## config.mk

```make
export PLATFORM = sky130hd
export DESIGN_NAME = play_chart
export DESIGN_NICKNAME = d
export VERILOG_FILES = /design/src/chart_pkg.sv /design/src/tick_divider.sv /design/src/count_down.sv /design/src/chart_sequencer.sv /design/src/score_judge.sv /design/src/note_output.sv /design/src/play_chart.sv
export SDC_FILE = /design/constraint.sdc
export NUM_CORES = 1
export LEC_CHECK = 0
export ABC_AREA = 1
export BUFFER_PORTS_ARGS = -buffer_cell sky130_fd_sc_hd__buf_4
export CAP_MARGIN = 20
export CORE_MARGIN = 2
export CORE_UTILIZATION = 25
export DETAILED_ROUTE_END_ITERATION = 10
export GPL_TIMING_DRIVEN = 0
export SYNTH_ARGS = -nofsm -noshare
export SYNTH_HDL_FRONTEND = slang
export SYNTH_SLANG_ARGS = --single-unit
```

## constraint.sdc

```tcl
create_clock -name prog_clk -period 6.13 [get_ports prog_clk]
set_input_delay 0 -clock prog_clk [delete_from_list [all_inputs] [get_ports prog_clk]]
set_output_delay 0 -clock prog_clk [all_outputs]
set_load 0.02 [all_outputs]
```

## src/chart_pkg.sv

```systemverilog
`default_nettype none

package chart_pkg;

    // Depth of the chart memory
    localparam int unsigned CHART_LEN_MAX = 64;

    // Keys are one-hot with C at bit 0, all zero is a rest
    typedef struct packed {
        logic       oct_down;
        logic       oct_up;
        logic [6:0] keys;
    } note_t;

    typedef logic [13:0] score_t;

    typedef logic [1:0] digit_t;

    // Bit 0 is octave shifted, bits 7 down to 1 are keys C to B
    typedef logic [7:0] led_t;

    typedef logic [$clog2(CHART_LEN_MAX)-1:0] idx_t;

    // Timing window points
    localparam score_t PERFECT_PTS = 14'd10;
    localparam score_t GREAT_PTS   = 14'd8;
    localparam score_t GOOD_PTS    = 14'd5;

endpackage

`default_nettype wire

```

## src/tick_divider.sv

```systemverilog
`timescale 1ns/1ps
`default_nettype none

module tick_divider #(
    parameter int unsigned DIV = 10
) (
    input  logic prog_clk,
    input  logic rst,
    output logic tick
);
    localparam int unsigned CNT_W = (DIV > 1) ? $clog2(DIV) : 1;
    localparam logic [CNT_W-1:0] LAST = CNT_W'(DIV - 1);

    logic [CNT_W-1:0] cnt;

    always_ff @(posedge prog_clk) begin
        if (rst) begin
            cnt  <= '0;
            tick <= 1'b0;
        end else begin
            // Tick lands the cycle after the count wraps
            tick <= (cnt == LAST);
            if (cnt == LAST) begin
                cnt <= '0;
            end else begin
                cnt <= cnt + 1'b1;
            end
        end
    end

    generate
        if (DIV > 1) begin : g_tick_chk
            a_tick_single: assert property (
                @(posedge prog_clk) disable iff (rst) tick |=> !tick
            );
        end
    endgenerate

endmodule

`default_nettype wire

```

## src/count_down.sv

```systemverilog
`timescale 1ns/1ps
`default_nettype none

module count_down #(
    parameter int unsigned DIGIT_STEPS = 10
) (
    input  logic             prog_clk,
    input  logic             rst,
    input  logic             start,
    input  logic             step_tick,
    output chart_pkg::digit_t digit,
    output logic             play_st
);
    localparam int unsigned STEP_W = (DIGIT_STEPS > 1) ? $clog2(DIGIT_STEPS) : 1;
    localparam logic [STEP_W-1:0] STEP_LAST = STEP_W'(DIGIT_STEPS - 1);

    logic [STEP_W-1:0] step_cnt;
    logic              counting;

    always_ff @(posedge prog_clk) begin
        if (rst) begin
            step_cnt <= '0;
            counting <= 1'b0;
            digit    <= 2'd3;
            play_st  <= 1'b0;
        end else if (start) begin
            step_cnt <= '0;
            counting <= 1'b1;
            digit    <= 2'd3;
            play_st  <= 1'b0;
        end else if (counting && step_tick) begin
            if (step_cnt == STEP_LAST) begin
                step_cnt <= '0;
                // Digit 0 also lasts a full period before play
                if (digit == 2'd0) begin
                    counting <= 1'b0;
                    play_st  <= 1'b1;
                end else begin
                    digit <= digit - 2'd1;
                end
            end else begin
                step_cnt <= step_cnt + 1'b1;
            end
        end
    end

    a_digit_hold: assert property (
        @(posedge prog_clk) disable iff (rst) (play_st && !start) |=> $stable(digit)
    );

endmodule

`default_nettype wire

```

## src/chart_sequencer.sv

```systemverilog
`timescale 1ns/1ps
`default_nettype none

module chart_sequencer (
    input  logic             prog_clk,
    input  logic             rst,
    input  logic             start,
    input  logic             step_tick,
    input  logic             play_st,
    input  logic             load_en,
    input  chart_pkg::idx_t  load_addr,
    input  chart_pkg::note_t load_note,
    input  chart_pkg::idx_t  note_total,
    output chart_pkg::note_t cur_note,
    output logic             done,
    output logic             playing
);
    chart_pkg::note_t chart_mem [chart_pkg::CHART_LEN_MAX];
    chart_pkg::idx_t  note_idx;

    assign playing = play_st && !done;

    // Chart load port
    always_ff @(posedge prog_clk) begin
        if (load_en) begin
            chart_mem[load_addr] <= load_note;
        end
    end

    always_ff @(posedge prog_clk) begin
        if (rst || start) begin
            note_idx <= '0;
            cur_note <= '0;
            done     <= 1'b0;
        end else if (playing && step_tick) begin
            if (note_idx == note_total) begin
                // Past the last note
                cur_note <= '0;
                done     <= 1'b1;
            end else begin
                cur_note <= chart_mem[note_idx];
                note_idx <= note_idx + 1'b1;
            end
        end
    end

    a_no_load_in_play: assert property (
        @(posedge prog_clk) disable iff (rst) load_en |-> !playing
    );

    // Index never runs past the chart length
    a_idx_bound: assert property (
        @(posedge prog_clk) disable iff (rst) playing |-> (note_idx <= note_total)
    );

endmodule

`default_nettype wire

```

## src/score_judge.sv

```systemverilog
`timescale 1ns/1ps
`default_nettype none

module score_judge (
    input  logic              prog_clk,
    input  logic              rst,
    input  logic              start,
    input  logic              scan_tick,
    input  logic              playing,
    input  chart_pkg::note_t  cur_note,
    input  chart_pkg::note_t  keys,
    output chart_pkg::score_t score
);
    chart_pkg::note_t  hist_1;
    chart_pkg::note_t  hist_2;
    chart_pkg::note_t  hist_3;
    chart_pkg::score_t pts;
    logic [14:0]       sum;

    // Window points for the current note
    always_comb begin
        pts = '0;
        if (cur_note != '0) begin
            if (cur_note == keys || cur_note == hist_1) begin
                pts = chart_pkg::PERFECT_PTS;
            end else if (cur_note == hist_2) begin
                pts = chart_pkg::GREAT_PTS;
            end else if (cur_note == hist_3) begin
                pts = chart_pkg::GOOD_PTS;
            end
        end
    end

    assign sum = {1'b0, score} + {1'b0, pts};

    always_ff @(posedge prog_clk) begin
        if (rst || start) begin
            score  <= '0;
            hist_1 <= '0;
            hist_2 <= '0;
            hist_3 <= '0;
        end else if (playing && scan_tick) begin
            // Saturate at the top
            score  <= sum[14] ? '1 : sum[13:0];
            hist_1 <= keys;
            hist_2 <= hist_1;
            hist_3 <= hist_2;
        end
    end

    a_score_monotonic: assert property (
        @(posedge prog_clk) disable iff (rst) !start |=> (score >= $past(score))
    );

endmodule

`default_nettype wire

```

## src/note_output.sv

```systemverilog
`timescale 1ns/1ps
`default_nettype none

module note_output #(
    parameter int unsigned TONE_SCALE = 1
) (
    input  logic             prog_clk,
    input  logic             rst,
    input  chart_pkg::note_t cur_note,
    output logic             sig,
    output chart_pkg::led_t  led
);
    localparam int unsigned HALF_W = 19;

    function automatic int unsigned scaled(input int unsigned cycles);
        return (cycles / TONE_SCALE > 0) ? cycles / TONE_SCALE : 1;
    endfunction

    // Half periods at 100 MHz, low/mid/high sets, keys C to B
    localparam int unsigned HALF_TBL [21] = '{
        scaled(382234), scaled(340530), scaled(303379), scaled(286352),
        scaled(255102), scaled(227273), scaled(202478),
        scaled(191113), scaled(170265), scaled(151686), scaled(143172),
        scaled(127551), scaled(113636), scaled(101239),
        scaled(95557), scaled(85132), scaled(75843), scaled(71586),
        scaled(63776), scaled(56818), scaled(50619)
    };

    logic              valid;
    logic [1:0]        oct_idx;
    logic [2:0]        key_idx;
    logic [4:0]        tbl_idx;
    logic [HALF_W-1:0] half_len;
    logic [HALF_W-1:0] cnt;
    chart_pkg::note_t  note_q;
    chart_pkg::led_t   led_nxt;

    always_comb begin
        valid = (cur_note.keys != 7'd0)
            && ((cur_note.keys & (cur_note.keys - 7'd1)) == 7'd0)
            && !(cur_note.oct_down && cur_note.oct_up);

        // Octave bits 01 pick the low set, 10 the high set
        case ({cur_note.oct_down, cur_note.oct_up})
            2'b01:   oct_idx = 2'd0;
            2'b10:   oct_idx = 2'd2;
            default: oct_idx = 2'd1;
        endcase

        key_idx = 3'd0;
        for (int i = 0; i < 7; i++) begin
            if (cur_note.keys[i]) begin
                key_idx = 3'(i);
            end
        end
    end

    assign tbl_idx  = 5'(oct_idx) * 5'd7 + 5'(key_idx);
    assign half_len = HALF_W'(HALF_TBL[tbl_idx]);

    always_comb begin
        led_nxt = '0;
        if (valid) begin
            led_nxt[0] = cur_note.oct_down || cur_note.oct_up;
            for (int i = 0; i < 7; i++) begin
                led_nxt[7 - i] = cur_note.keys[i];
            end
        end
    end

    always_ff @(posedge prog_clk) begin
        if (rst) begin
            cnt    <= '0;
            sig    <= 1'b0;
            note_q <= '0;
            led    <= '0;
        end else begin
            note_q <= cur_note;
            led    <= led_nxt;
            // Restart the wave on a new note, silence on a rest
            if (!valid || cur_note != note_q) begin
                cnt <= '0;
                sig <= 1'b0;
            end else if (cnt == half_len - 1'b1) begin
                cnt <= '0;
                sig <= !sig;
            end else begin
                cnt <= cnt + 1'b1;
            end
        end
    end

endmodule

`default_nettype wire

```

## src/play_chart.sv

```systemverilog
`timescale 1ns/1ps
`default_nettype none

module play_chart #(
    parameter int unsigned STEP_DIV    = 10_000_000,
    parameter int unsigned SCAN_DIV    = STEP_DIV / 2,
    parameter int unsigned DIGIT_STEPS = 10,
    parameter int unsigned TONE_SCALE  = 1
) (
    input  logic              prog_clk,
    input  logic              rst,
    input  logic              start,
    input  logic              load_en,
    input  chart_pkg::idx_t   load_addr,
    input  chart_pkg::note_t  load_note,
    input  chart_pkg::idx_t   note_total,
    input  chart_pkg::note_t  keys,
    output chart_pkg::digit_t digit,
    output logic              play_st,
    output chart_pkg::note_t  cur_note,
    output logic              done,
    output chart_pkg::score_t score,
    output logic              sig,
    output chart_pkg::led_t   led
);
    logic step_tick;
    logic scan_tick;
    logic playing;

    tick_divider #(.DIV(STEP_DIV)) u_step_div (
        .prog_clk (prog_clk),
        .rst      (rst),
        .tick     (step_tick)
    );

    tick_divider #(.DIV(SCAN_DIV)) u_scan_div (
        .prog_clk (prog_clk),
        .rst      (rst),
        .tick     (scan_tick)
    );

    count_down #(.DIGIT_STEPS(DIGIT_STEPS)) u_count_down (
        .prog_clk  (prog_clk),
        .rst       (rst),
        .start     (start),
        .step_tick (step_tick),
        .digit     (digit),
        .play_st   (play_st)
    );

    chart_sequencer u_chart_sequencer (
        .prog_clk   (prog_clk),
        .rst        (rst),
        .start      (start),
        .step_tick  (step_tick),
        .play_st    (play_st),
        .load_en    (load_en),
        .load_addr  (load_addr),
        .load_note  (load_note),
        .note_total (note_total),
        .cur_note   (cur_note),
        .done       (done),
        .playing    (playing)
    );

    score_judge u_score_judge (
        .prog_clk  (prog_clk),
        .rst       (rst),
        .start     (start),
        .scan_tick (scan_tick),
        .playing   (playing),
        .cur_note  (cur_note),
        .keys      (keys),
        .score     (score)
    );

    note_output #(.TONE_SCALE(TONE_SCALE)) u_note_output (
        .prog_clk (prog_clk),
        .rst      (rst),
        .cur_note (cur_note),
        .sig      (sig),
        .led      (led)
    );

endmodule

`default_nettype wire

```

# Yosys cells after proc, flatten, opt, wreduce, memory -nomap -nowiden

Memory sizes are Yosys's and may differ from the RTL's. A register that Yosys moved wholly into a read port is not among the register bits.
Index checks and enable logic that the tools add are counted.

Word-level logic and storage cells: 117
Output and inout bits: 36
Memory bits (writable): 576
Bits in registers: 151
Bits in read-only memories: 1024
Memories kept: 2
Input port bits: 34

Memories:

| name                        | depth | width | rd ports | clocked after memory_dff | write ports | RTL line              | RTL |
|---|---|---|---|---|---|---|---|
| (name not given)            | 32    | 32    | 1        | 0                        | 0           | note_output.sv:59     | `assign half_len = HALF_W'(HALF_TBL[tbl_idx]);` |
| u_chart_sequencer.chart_mem | 64    | 9     | 1        | 1                        | 1           | chart_sequencer.sv:18 | `chart_pkg::note_t chart_mem [chart_pkg::CHART_LEN_MAX];` |

Bitwise operators: 5
Mux-type cells: 24
$lt $le $gt $ge: 1
Equal/unequal tests: 12
Add/sub/neg operators: 10
Reduce and logical (&&, ||, !) cells: 33
Multipliers: 1

Operator list:

| cell                                                | count |
|---|---|
| two-way mux 14 bit                                  | 4 |
| two-way mux 19 bit                                  | 2 |
| equality test 9 bit                                 | 4 |
| adder 24 x 1 -> 24 bit (second input constant)      | 1 |
| equality test 24 bit (second input constant)        | 1 |
| adder 23 x 1 -> 23 bit (second input constant)      | 1 |
| equality test 23 bit (second input constant)        | 1 |
| adder 19 x 1 -> 19 bit (second input constant)      | 1 |
| equality test 19 bit                                | 1 |
| subtractor 19 x 1 -> 19 bit (second input constant) | 1 |
| adder 14 x 14 -> 15 bit                             | 1 |
| two-way mux 3 bit                                   | 4 |
| two-way mux 6 bit                                   | 2 |
| OR reduction 2 bit                                  | 5 |
| two-way mux 9 bit                                   | 1 |
| inequality test 9 bit                               | 1 |
| AND reduction 3 bit                                 | 3 |
| nonzero test 9 bit                                  | 1 |
| bitwise AND 7 bit                                   | 1 |
| logical AND 1 bit                                   | 7 |
| zero test 7 bit                                     | 1 |
| two-way mux 1 bit                                   | 7 |
| nonzero test 7 bit                                  | 1 |
| subtractor 7 x 1 -> 7 bit (second input constant)   | 1 |
| other kinds (21)                                    | 33 |

# Depth between registers and ports, before layout

Gate-level depths: netlist (run 1).

Word-level depth: 14
Mapped depth: 33
Mapped depth without buffers: 30

# Modules after synthesis

Synthesis (run 1) repeated with hierarchy kept, for this count alone.

Cell total of the unflattened synthesis: 3501
Area, all modules: 33373.3 µm²

Modules (own cells, without submodules):

| module                     | area each (µm²) | times used | sequential area each (µm²) | cells an instance |
|---|---|---|---|---|
| chart_sequencer            | 24502.2         | 1          | 17737.0                    | 2126 |
| note_output                | 3459.6          | 1          | 740.7                      | 573 |
| score_judge                | 2319.7          | 1          | 820.8                      | 341 |
| tick_divider at u_step_div | 1396.3          | 1          | 500.5                      | 210 |
| tick_divider at u_scan_div | 1318.8          | 1          | 480.5                      | 199 |
| count_down                 | 376.6           | 1          | 160.2                      | 52 |

# Worst setup path before layout (run 1)

No wires, ideal clock.

Path type: register -> register
Start point: register, netlist name u_chart_sequencer.cur_note[7]
End point: register u_note_output.cnt[12]
Data required time: 6013 ps
Stages on the path, launching flop included: 28
Buffers on the path: 4
Clock period less this slack: 4476 ps
Arrival time: 4360 ps
Setup slack: 1654 ps
Library setup time: 117 ps
Cells stage by stage: dfxtp_1 clkbuf_1 inv_1 ha_1 inv_1 ha_1 ha_1 inv_1 fa_1 buf_4 inv_2 buf_6 nand2_1 nand2_1 nand2_1 nand3_1 nand2_1 ha_1 or2_2 nand3_1 nand3_1 nor2_1 nand3_1 nor2_1 nand3_2 o21ai_4 buf_8 nor2_2

Cells in the longest elaborated chain, start to end: 11

RTL lines:

| what                                                                | RTL line          | RTL |
|---|---|---|
| equality test 2 bit or equality test 2 x 1 -> 1 bit (tied branches) | note_output.sv:44 | `case ({cur_note.oct_down, cur_note.oct_up})` |
| one-hot mux 2 bit (2 select lines)                                  | note_output.sv:44 |  |
| multiplier 2 x 3 -> 5 bit                                           | note_output.sv:58 | `assign tbl_idx = 5'(oct_idx) * 5'd7 + 5'(key_idx);` |
| adder 5 x 3 -> 5 bit                                                | note_output.sv:58 |  |
| inverter 5 -> 6 bit (implied by the code)                           | note_output.sv:59 |  |
| memory read (32 x 32 bit)                                           | n/a               |  |
| two-way mux 19 bit (implied by the code) (2 in a row)               | note_output.sv:59 |  |
| subtractor 19 x 1 -> 19 bit                                         | note_output.sv:84 | `end else if (cnt == half_len - 1'b1) begin` |
| equality test 19 bit                                                | note_output.sv:84 |  |
| OR reduction 3 bit (no source line) (*)                             | n/a               |  |
| end signal: assignment                                              | note_output.sv:88 | `cnt <= cnt + 1'b1;` |
| end: declaration                                                    | note_output.sv:34 | `logic [HALF_W-1:0] cnt;` |

Mark *: on every way between the ends. The rest lies on a longest branch, timed or not. The select of a mux whose other input is x is not followed.
A chain may end at the register's enable or synchronous reset.

# Worst setup path after layout (run 1)

Start point: register, netlist name u_chart_sequencer.cur_note[8]
End point: register u_note_output.cnt[15]

Cells in the longest elaborated chain, start to end: 11

RTL lines:

| what                                                                | RTL line |
|---|---|
| equality test 2 bit or equality test 2 x 1 -> 1 bit (tied branches) | note_output.sv:44 |
| one-hot mux 2 bit (2 select lines)                                  | note_output.sv:44 |
| multiplier 2 x 3 -> 5 bit                                           | note_output.sv:58 |
| adder 5 x 3 -> 5 bit                                                | note_output.sv:58 |
| inverter 5 -> 6 bit (implied by the code)                           | note_output.sv:59 |
| memory read (32 x 32 bit)                                           | n/a |
| two-way mux 19 bit (implied by the code) (2 in a row)               | note_output.sv:59 |
| subtractor 19 x 1 -> 19 bit                                         | note_output.sv:84 |
| equality test 19 bit                                                | note_output.sv:84 |
| OR reduction 3 bit (no source line) (*)                             | n/a |

Marks and branches as above.

==> qor.yml, run 1 <==
outcome:
  run_status: "finished with violations"
  violations: "hold timing"
detailed_routing:
  routed_via_density: 5.01
  detail-route-antenna-nets: 0
  wl_mm: 106
  wl_per_cell_um: 21.5
  met3_length_mm: 10.8
  vias: 24700
  wl_met2_mm: 47.5
  dr.pass1.iters: 6
  drt_iter0_drc: 3519
  drc: 0
  highest_layer: "met5"
  wl_met1_mm: 42.7
clock_network:
  clkTransAtPathRegs_ps: 60
  htreeDepth: 3
  clockRootBuffer: "clkbuf_16"
  cts_tree: "done"
  postCtsSetupBuffers: 0
  clk_latency_ps: 660
  clk_path_buf_depth: 3
  cts.sinks: 733
  cts-buffers-inserted: 79
setup_path:
  critPathMaxFanout: 10
  cp_top_family: "adder cells"
  start_kind: "flip-flop"
  cpMostUsedCell: "nand2_1"
  cp_slowest_cell: "dfxtp_1"
  crit_arrival_ps: 6150
  cpPeakStageDelay_ps: 640
  cp-end-kind: "flip-flop"
  worstPathBufferInverterCount: 7
  critPathRequiredTime_ps: 6670
  path_class: "reg2reg"
floorplan:
  core.rowCount: 130
  ios: 70
  coreArea_sq_mm: 0.126
  die_w_um: 360
  initial_utilization_pct: 25.2
  dieHeight_um: 360
  dieArea_sq_mm: 0.130
place:
  gp_congestion: 0.949
  placedInstanceArea_sq_mm: 0.0344
  portBuffers: 68
  dp_hpwl_mm: 71.3
yosys:
  synth_fp_nets: 3081
  yosys_warnings: 0
  async_reset_ff_share_pct: 0
  syn_avg_cell_area_sq_um: 10.5
  netlist_instances: 3017
  synth_cell_type_count: 51
  synthesis.area_sq_mm: 0.0317
  seq_area_frac_synth_pct: 64.5
  ys_seq_elements: 733
  synthFlopType: "edfxtp_1"
  synth-edff-count: 576
finish:
  drive_gt1_share_pct: 9.09
  antenna_cells: 0
  area_growth_pct: 18.6
  final_core_util_pct: 29.9
  most-common-layout-cells: "edfxtp_1, nor2_1, nand2_1, o21ai_0, nand3_1"
  final_nets: 3288
  fin_area_sq_mm: 0.0375
  final_common_cell: "edfxtp_1"
sta:
  grt_setup_unrepaired: "no"
  finClkSkew_ps: 47.6
  finalMaxSlewViolations: 0
  period_share_pct: 91.6
  period_needed_ps: 5610
  setup-violations-final: 0
  slew_headroom_pct: 14.2
  tightest_slew_ps: 1280
  setup_tns_ps: 0
  hold_ws_ps: -6.11
  fmax_mhz: 178
  hold_violations: 1
grt:
  track_usage_pct: 15.8
  grt_pass1_vias: 23000
  grt_pass1_wl_mm: 154
  grt_overflow: 0
  grt_max_degree: 65
  antenna_found_initial: 3
run:
  drv_cap: 0
power_and_ir_drop:
  power_leakage_uw: 0.0128
  cellPowerDensity_mw_per_mm2: 281
  vdd_drop_max_mv: 0.187
worst_hold_path:
  hp-class: "in2reg"
[cells in the mapped netlist (20+ instances only)]
cell type  instances  area share [%]
a21oi_1          101             1.6
clkbuf_1         140             1.7
dfxtp_1          157             9.9
edfxtp_1         576              55
ha_1              28             1.1
inv_1            174             2.1
nand2_1          379             4.5
nand3_1          176             2.8
nand4_1           21            0.41
nor2_1           527             6.2
nor2_2            20            0.40
nor3_1            43            0.68
o21ai_0          324             5.1
o221ai_1         108             3.0
o22ai_1           42            0.83
xor2_1            42             1.2
[sequential cells by signal, indices dropped and copies added (netlist names), named ones only]
name / flops
u_step_div.cnt: 24
u_note_output.led: 8
u_chart_sequencer.done: 1
u_count_down.play_st: 1
u_step_div.tick: 1
u_count_down.step_cnt: 4
u_score_judge.hist_3: 9
u_count_down.counting: 1
u_scan_div.cnt: 23
u_chart_sequencer.note_idx: 6
u_count_down.digit: 2
u_score_judge.hist_2: 9
u_scan_div.tick: 1
u_score_judge.score: 14
u_score_judge.hist_1: 9
u_note_output.sig: 1
u_chart_sequencer.cur_note: 9
u_note_output.note_q: 9
u_chart_sequencer.chart_mem: 576
u_note_output.cnt: 19
[metal layers]
metal,vias to the layer above,GRT usage [%]
li1,11100,-
met1,11900,20.7
met2,1416,24.9
met3,276,3.64
met4,2,7.06
met5,-,0
[cells by family after synthesis]
kind of cell | count (synthesis) | share of synthesized area [%]
simple gates | 1231 | 16.5
fa+ha+maj | 30 | 1.23
flops | 733 | 64.5
xor+xnor | 60 | 1.70
buf+inv | 341 | 4.22
compound gates | 622 | 11.8
[stage by stage]
step | std cells | power, uW | worst slack, ps
6_report | 4939 | 10600 | 518
5_1_grt | 4939 | 10800 | 17.6
4_1_cts | 4926 | 10600 | 406
3_5_place_dp | 4752 | 5660 | 426
3_3_place_gp | 4735 | 5660 | 440
2_1_floorplan | 3017 | 5540 | 1650
[area by class of cell]
type	count	area, sq um
clock inverters	48	602
plain buffers	160	657
clock buffers	98	2100
well taps	1650	2060
flip-flops and latches	733	20400
repair buffers	126	1090
fillers	12800	88200
multi-input cells	1943	9920
inverters	181	679
[power by group]
part           switching (uW)  leakage [uW]  internal (uW)
logic                     140       0.00502           42.3
clock network            2080       0.00131           2890
registers                8.02       0.00645           5380
total                    2230        0.0128           8320
[tightest hold or removal path: stages]
cell and delay [ps]:
buf_4 130, nand4_1 160, nor2_1 160
[final timing paths]
kind                                                                  from                                           end  slack, ps  depth (start not counted)
worst max-delay path            u_chart_sequencer.cur_note[8]$_SDFFE_PP0P_              u_note_output.cnt[15]$_SDFF_PP0_        520                         27
worst min-delay path                                          load_addr[4]  u_chart_sequencer.chart_mem[50][5]$_DFFE_PP_         -6                          3
worst max register to register  u_chart_sequencer.cur_note[8]$_SDFFE_PP0P_              u_note_output.cnt[15]$_SDFF_PP0_        520                         27
worst min register to register               u_scan_div.cnt[19]$_SDFF_PP0_                 u_scan_div.cnt[19]$_SDFF_PP0_        440                          2
[repair_timing]
item / 4_1_cts / 5_1_grt
hold buffers: 28 / 0
setup endpoints to repair: 0 / 10
gates resized for setup: 0 / 2
endpoints found under the hold margin: 509 / 0
(Power assumes the default switching activity.)
==> inputs of run 2 (changes only) <==
==> constraint.sdc (replaced) <==
create_clock -name prog_clk -period 6.13 [get_ports prog_clk]
set_input_delay 0.613 -clock prog_clk [delete_from_list [all_inputs] [get_ports prog_clk]]
set_output_delay 0.613 -clock prog_clk [all_outputs]
set_load 0.02 [all_outputs]
==> qor.yml, run 2 (same netlist as run 1, synthesis figures left out) <==
floorplan:
  core.rowCount: 130  # unchanged
  die_w_um: 360  # unchanged
  initial_utilization_pct: 25.2  # unchanged
  dieHeight_um: 360  # unchanged
  coreArea_sq_mm: 0.126  # unchanged
  ios: 70  # unchanged
  dieArea_sq_mm: 0.130  # unchanged
sta:
  hold_ws_ps: 186  # +192 ps
  slew_headroom_pct: 14.3  # +0.097 points
  finClkSkew_ps: 47.8  # +0.155 ps
  fmax_mhz: 178  # about the same
  setup_tns_ps: 0  # unchanged
  period_share_pct: 91.6  # about the same
  finalMaxSlewViolations: 0  # unchanged
  hold_violations: 0  # -1
  period_needed_ps: 5610  # +2.83 ps
  tightest_slew_ps: 1280  # -1.45 ps
  setup-violations-final: 0  # unchanged
  grt_setup_unrepaired: "no"
power_and_ir_drop:
  p_int_uw: 8310  # -0.14%
  vdd_drop_max_mv: 0.188  # +0.53%
  cellPowerDensity_mw_per_mm2: 283  # +0.62%
  power.switching_uw: 2230  # about the same
  combPwrFrac_pct: 1.6  # about the same
  seq_power_share_pct: 51.2  # about the same
  power_leakage_uw: 0.0127  # -0.92%
  p_clk_share_pct: 47.2  # about the same
  p_sw_share_pct: 21.2  # about the same
clock_network:
  htreeDepth: 3  # unchanged
  clkTransAtPathRegs_ps: 60  # about the same
  cts_tree: "done"
  clk_path_buf_depth: 3  # unchanged
  postCtsSetupBuffers: 0  # unchanged
  clk_latency_ps: 660  # about the same
  cts.sinks: 733  # unchanged
  cts-buffers-inserted: 79  # unchanged
  clockRootBuffer: "clkbuf_16"
detailed_routing:
  drc: 0  # unchanged
  wl_mm: 106  # about the same
  wl_per_cell_um: 21.6  # +0.61%
  drt_iter0_drc: 3436  # -2.4%
  detail-route-antenna-nets: 0  # unchanged
  dr.pass1.iters: 6  # unchanged
  routed_via_density: 5.01  # about the same
  vias: 24600  # -0.47%
grt:
  antenna_found_initial: 5  # +2
  grt_pass1_vias: 22900  # -0.47%
  grt_max_degree: 65  # unchanged
  grt_overflow: 0  # unchanged
  grt_pass1_wl_mm: 153  # -0.19%
  track_usage_pct: 15.8  # about the same
place:
  dp_hpwl_mm: 71.3  # unchanged
  portBuffers: 68  # unchanged
  gp_congestion: 0.949  # unchanged
worst_hold_path:
  hold_depth: 3  # unchanged
  min_to: "u_count_down.counting$_SDFFE_PP0P_"
  hp-class: "in2reg"
  holdCritStartpoint: "start"
finish:
  area_growth_pct: 17.7
  largest_reg_flops: 576  # unchanged
  fillerInstances: 12900  # +0.12%
  reg_top3: "u_chart_sequencer.chart_mem x576, u_step_div.cnt x24, u_scan_div.cnt x23"
  drive_gt1_share_pct: 9.17  # +0.078 points
  regMostFlops: "u_chart_sequencer.chart_mem"
  most-common-layout-cells: "edfxtp_1, nor2_1, nand2_1, o21ai_0, nand3_1"
  final_nets: 3260  # -0.85%
  final_common_cell: "edfxtp_1"
setup_path:
  path_class: "reg2reg"
  reg2reg_slack_ps: 520  # about the same
  reg2reg_from: "u_chart_sequencer.cur_note[8]$_SDFFE_PP0P_"
  start_kind: "flip-flop"
  rr_endpoint: "u_note_output.cnt[15]$_SDFF_PP0_"
  critPathMaxFanout: 10  # unchanged
  r2r_cells: 27  # unchanged
  cp-end-kind: "flip-flop"
  crit_arrival_ps: 6160  # about the same
  critPathRequiredTime_ps: 6670  # about the same
run:
  drv_cap: 0  # unchanged
outcome:
  run_status: "completed"
## run 2: critical path, stage by stage, from the launching register on
cell and delay, ps:
dfxtp_1 630, clkinv_1 440, ha_1 400, inv_1 60, ha_1 200, ha_1 200, inv_1 130, fa_1 500
buf_4 200, buf_4 170, nand2_1 120, nand2_1 60, nand2_1 60, nand3_1 70, nand2_1 170, ha_1 350
nand2_1 180, inv_1 120, nand3_1 130, nor2_1 220, nand3_1 110, nand2_1 70, nand2_1 50, nor2_1 120
nand3_2 120, o21ai_4 390, buf_8 220, nor2_2 40
## run 2: cell type report
type	instances	area (sq um)	share of cell area, %
Clock buffer	98	2100	5.63
Timing Repair Buffer	98	810	2.17
Multi-Input combinational cell	1943	9920	26.6
Sequential cell	733	20400	54.8
Antenna cell	2	5.00	0.0134
Clock inverter	48	602	1.61
Buffer	160	657	1.76
Tap cell	1650	2060	5.54
Inverter	181	679	1.82
## run 2: how the worst max path moves through the flow
stage	from	endpoint	slack [ps]	depth (start not counted)
after global routing	u_chart_sequencer.cur_note[8]$_SDFFE_PP0P_	u_note_output.cnt[15]$_SDFF_PP0_	20	27
after CTS	u_chart_sequencer.cur_note[1]$_SDFFE_PP0P_	u_note_output.cnt[15]$_SDFF_PP0_	410	30
after detailed placement	u_chart_sequencer.cur_note[1]$_SDFFE_PP0P_	u_note_output.cnt[15]$_SDFF_PP0_	430	30
after global placement	u_chart_sequencer.cur_note[1]$_SDFFE_PP0P_	u_note_output.cnt[16]$_SDFF_PP0_	440	30
final	u_chart_sequencer.cur_note[8]$_SDFFE_PP0P_	u_note_output.cnt[15]$_SDFF_PP0_	520	27
after floorplan	u_chart_sequencer.cur_note[7]$_SDFFE_PP0P_	u_note_output.cnt[12]$_SDFF_PP0_	1650	27
## run 2: through the flow
stage	total power [uW]	setup WS (ps)	util (%)	instances	instance area, sq um
final	10500	515	29.6	4913	37300
after global routing	10800	18.6	29.6	4911	37300
after CTS	10600	406	29.5	4898	37100
after detailed placement	5660	426	27.4	4752	34400
after global placement	5660	440	27.2	4735	34200
after floorplan	5540	1650	-	3017	31700
## run 2: timing repair
item | CTS | global route
endpoints found under the setup margin | 0 | 10
hold buffers | 0 | 0
gates resized for setup | 0 | 2
## run 2: metal layers
layer | track usage [%] | part of all wire (%)
met1 | 20.7 | 40
met3 | 3.82 | 10
met4 | 6.99 | 4.6
met2 | 24.9 | 45
met5 | 0 | 0.034
## run 2: power groups by stage
stage | combinational [uW] | sequential, uW | clock (uW)
after detailed placement | 165 | 5500 | 0
after global placement | 159 | 5500 | 0
final | 167 | 5390 | 4980
after global routing | 177 | 5390 | 5210
after floorplan | 46.2 | 5500 | 0
after CTS | 165 | 5390 | 5020
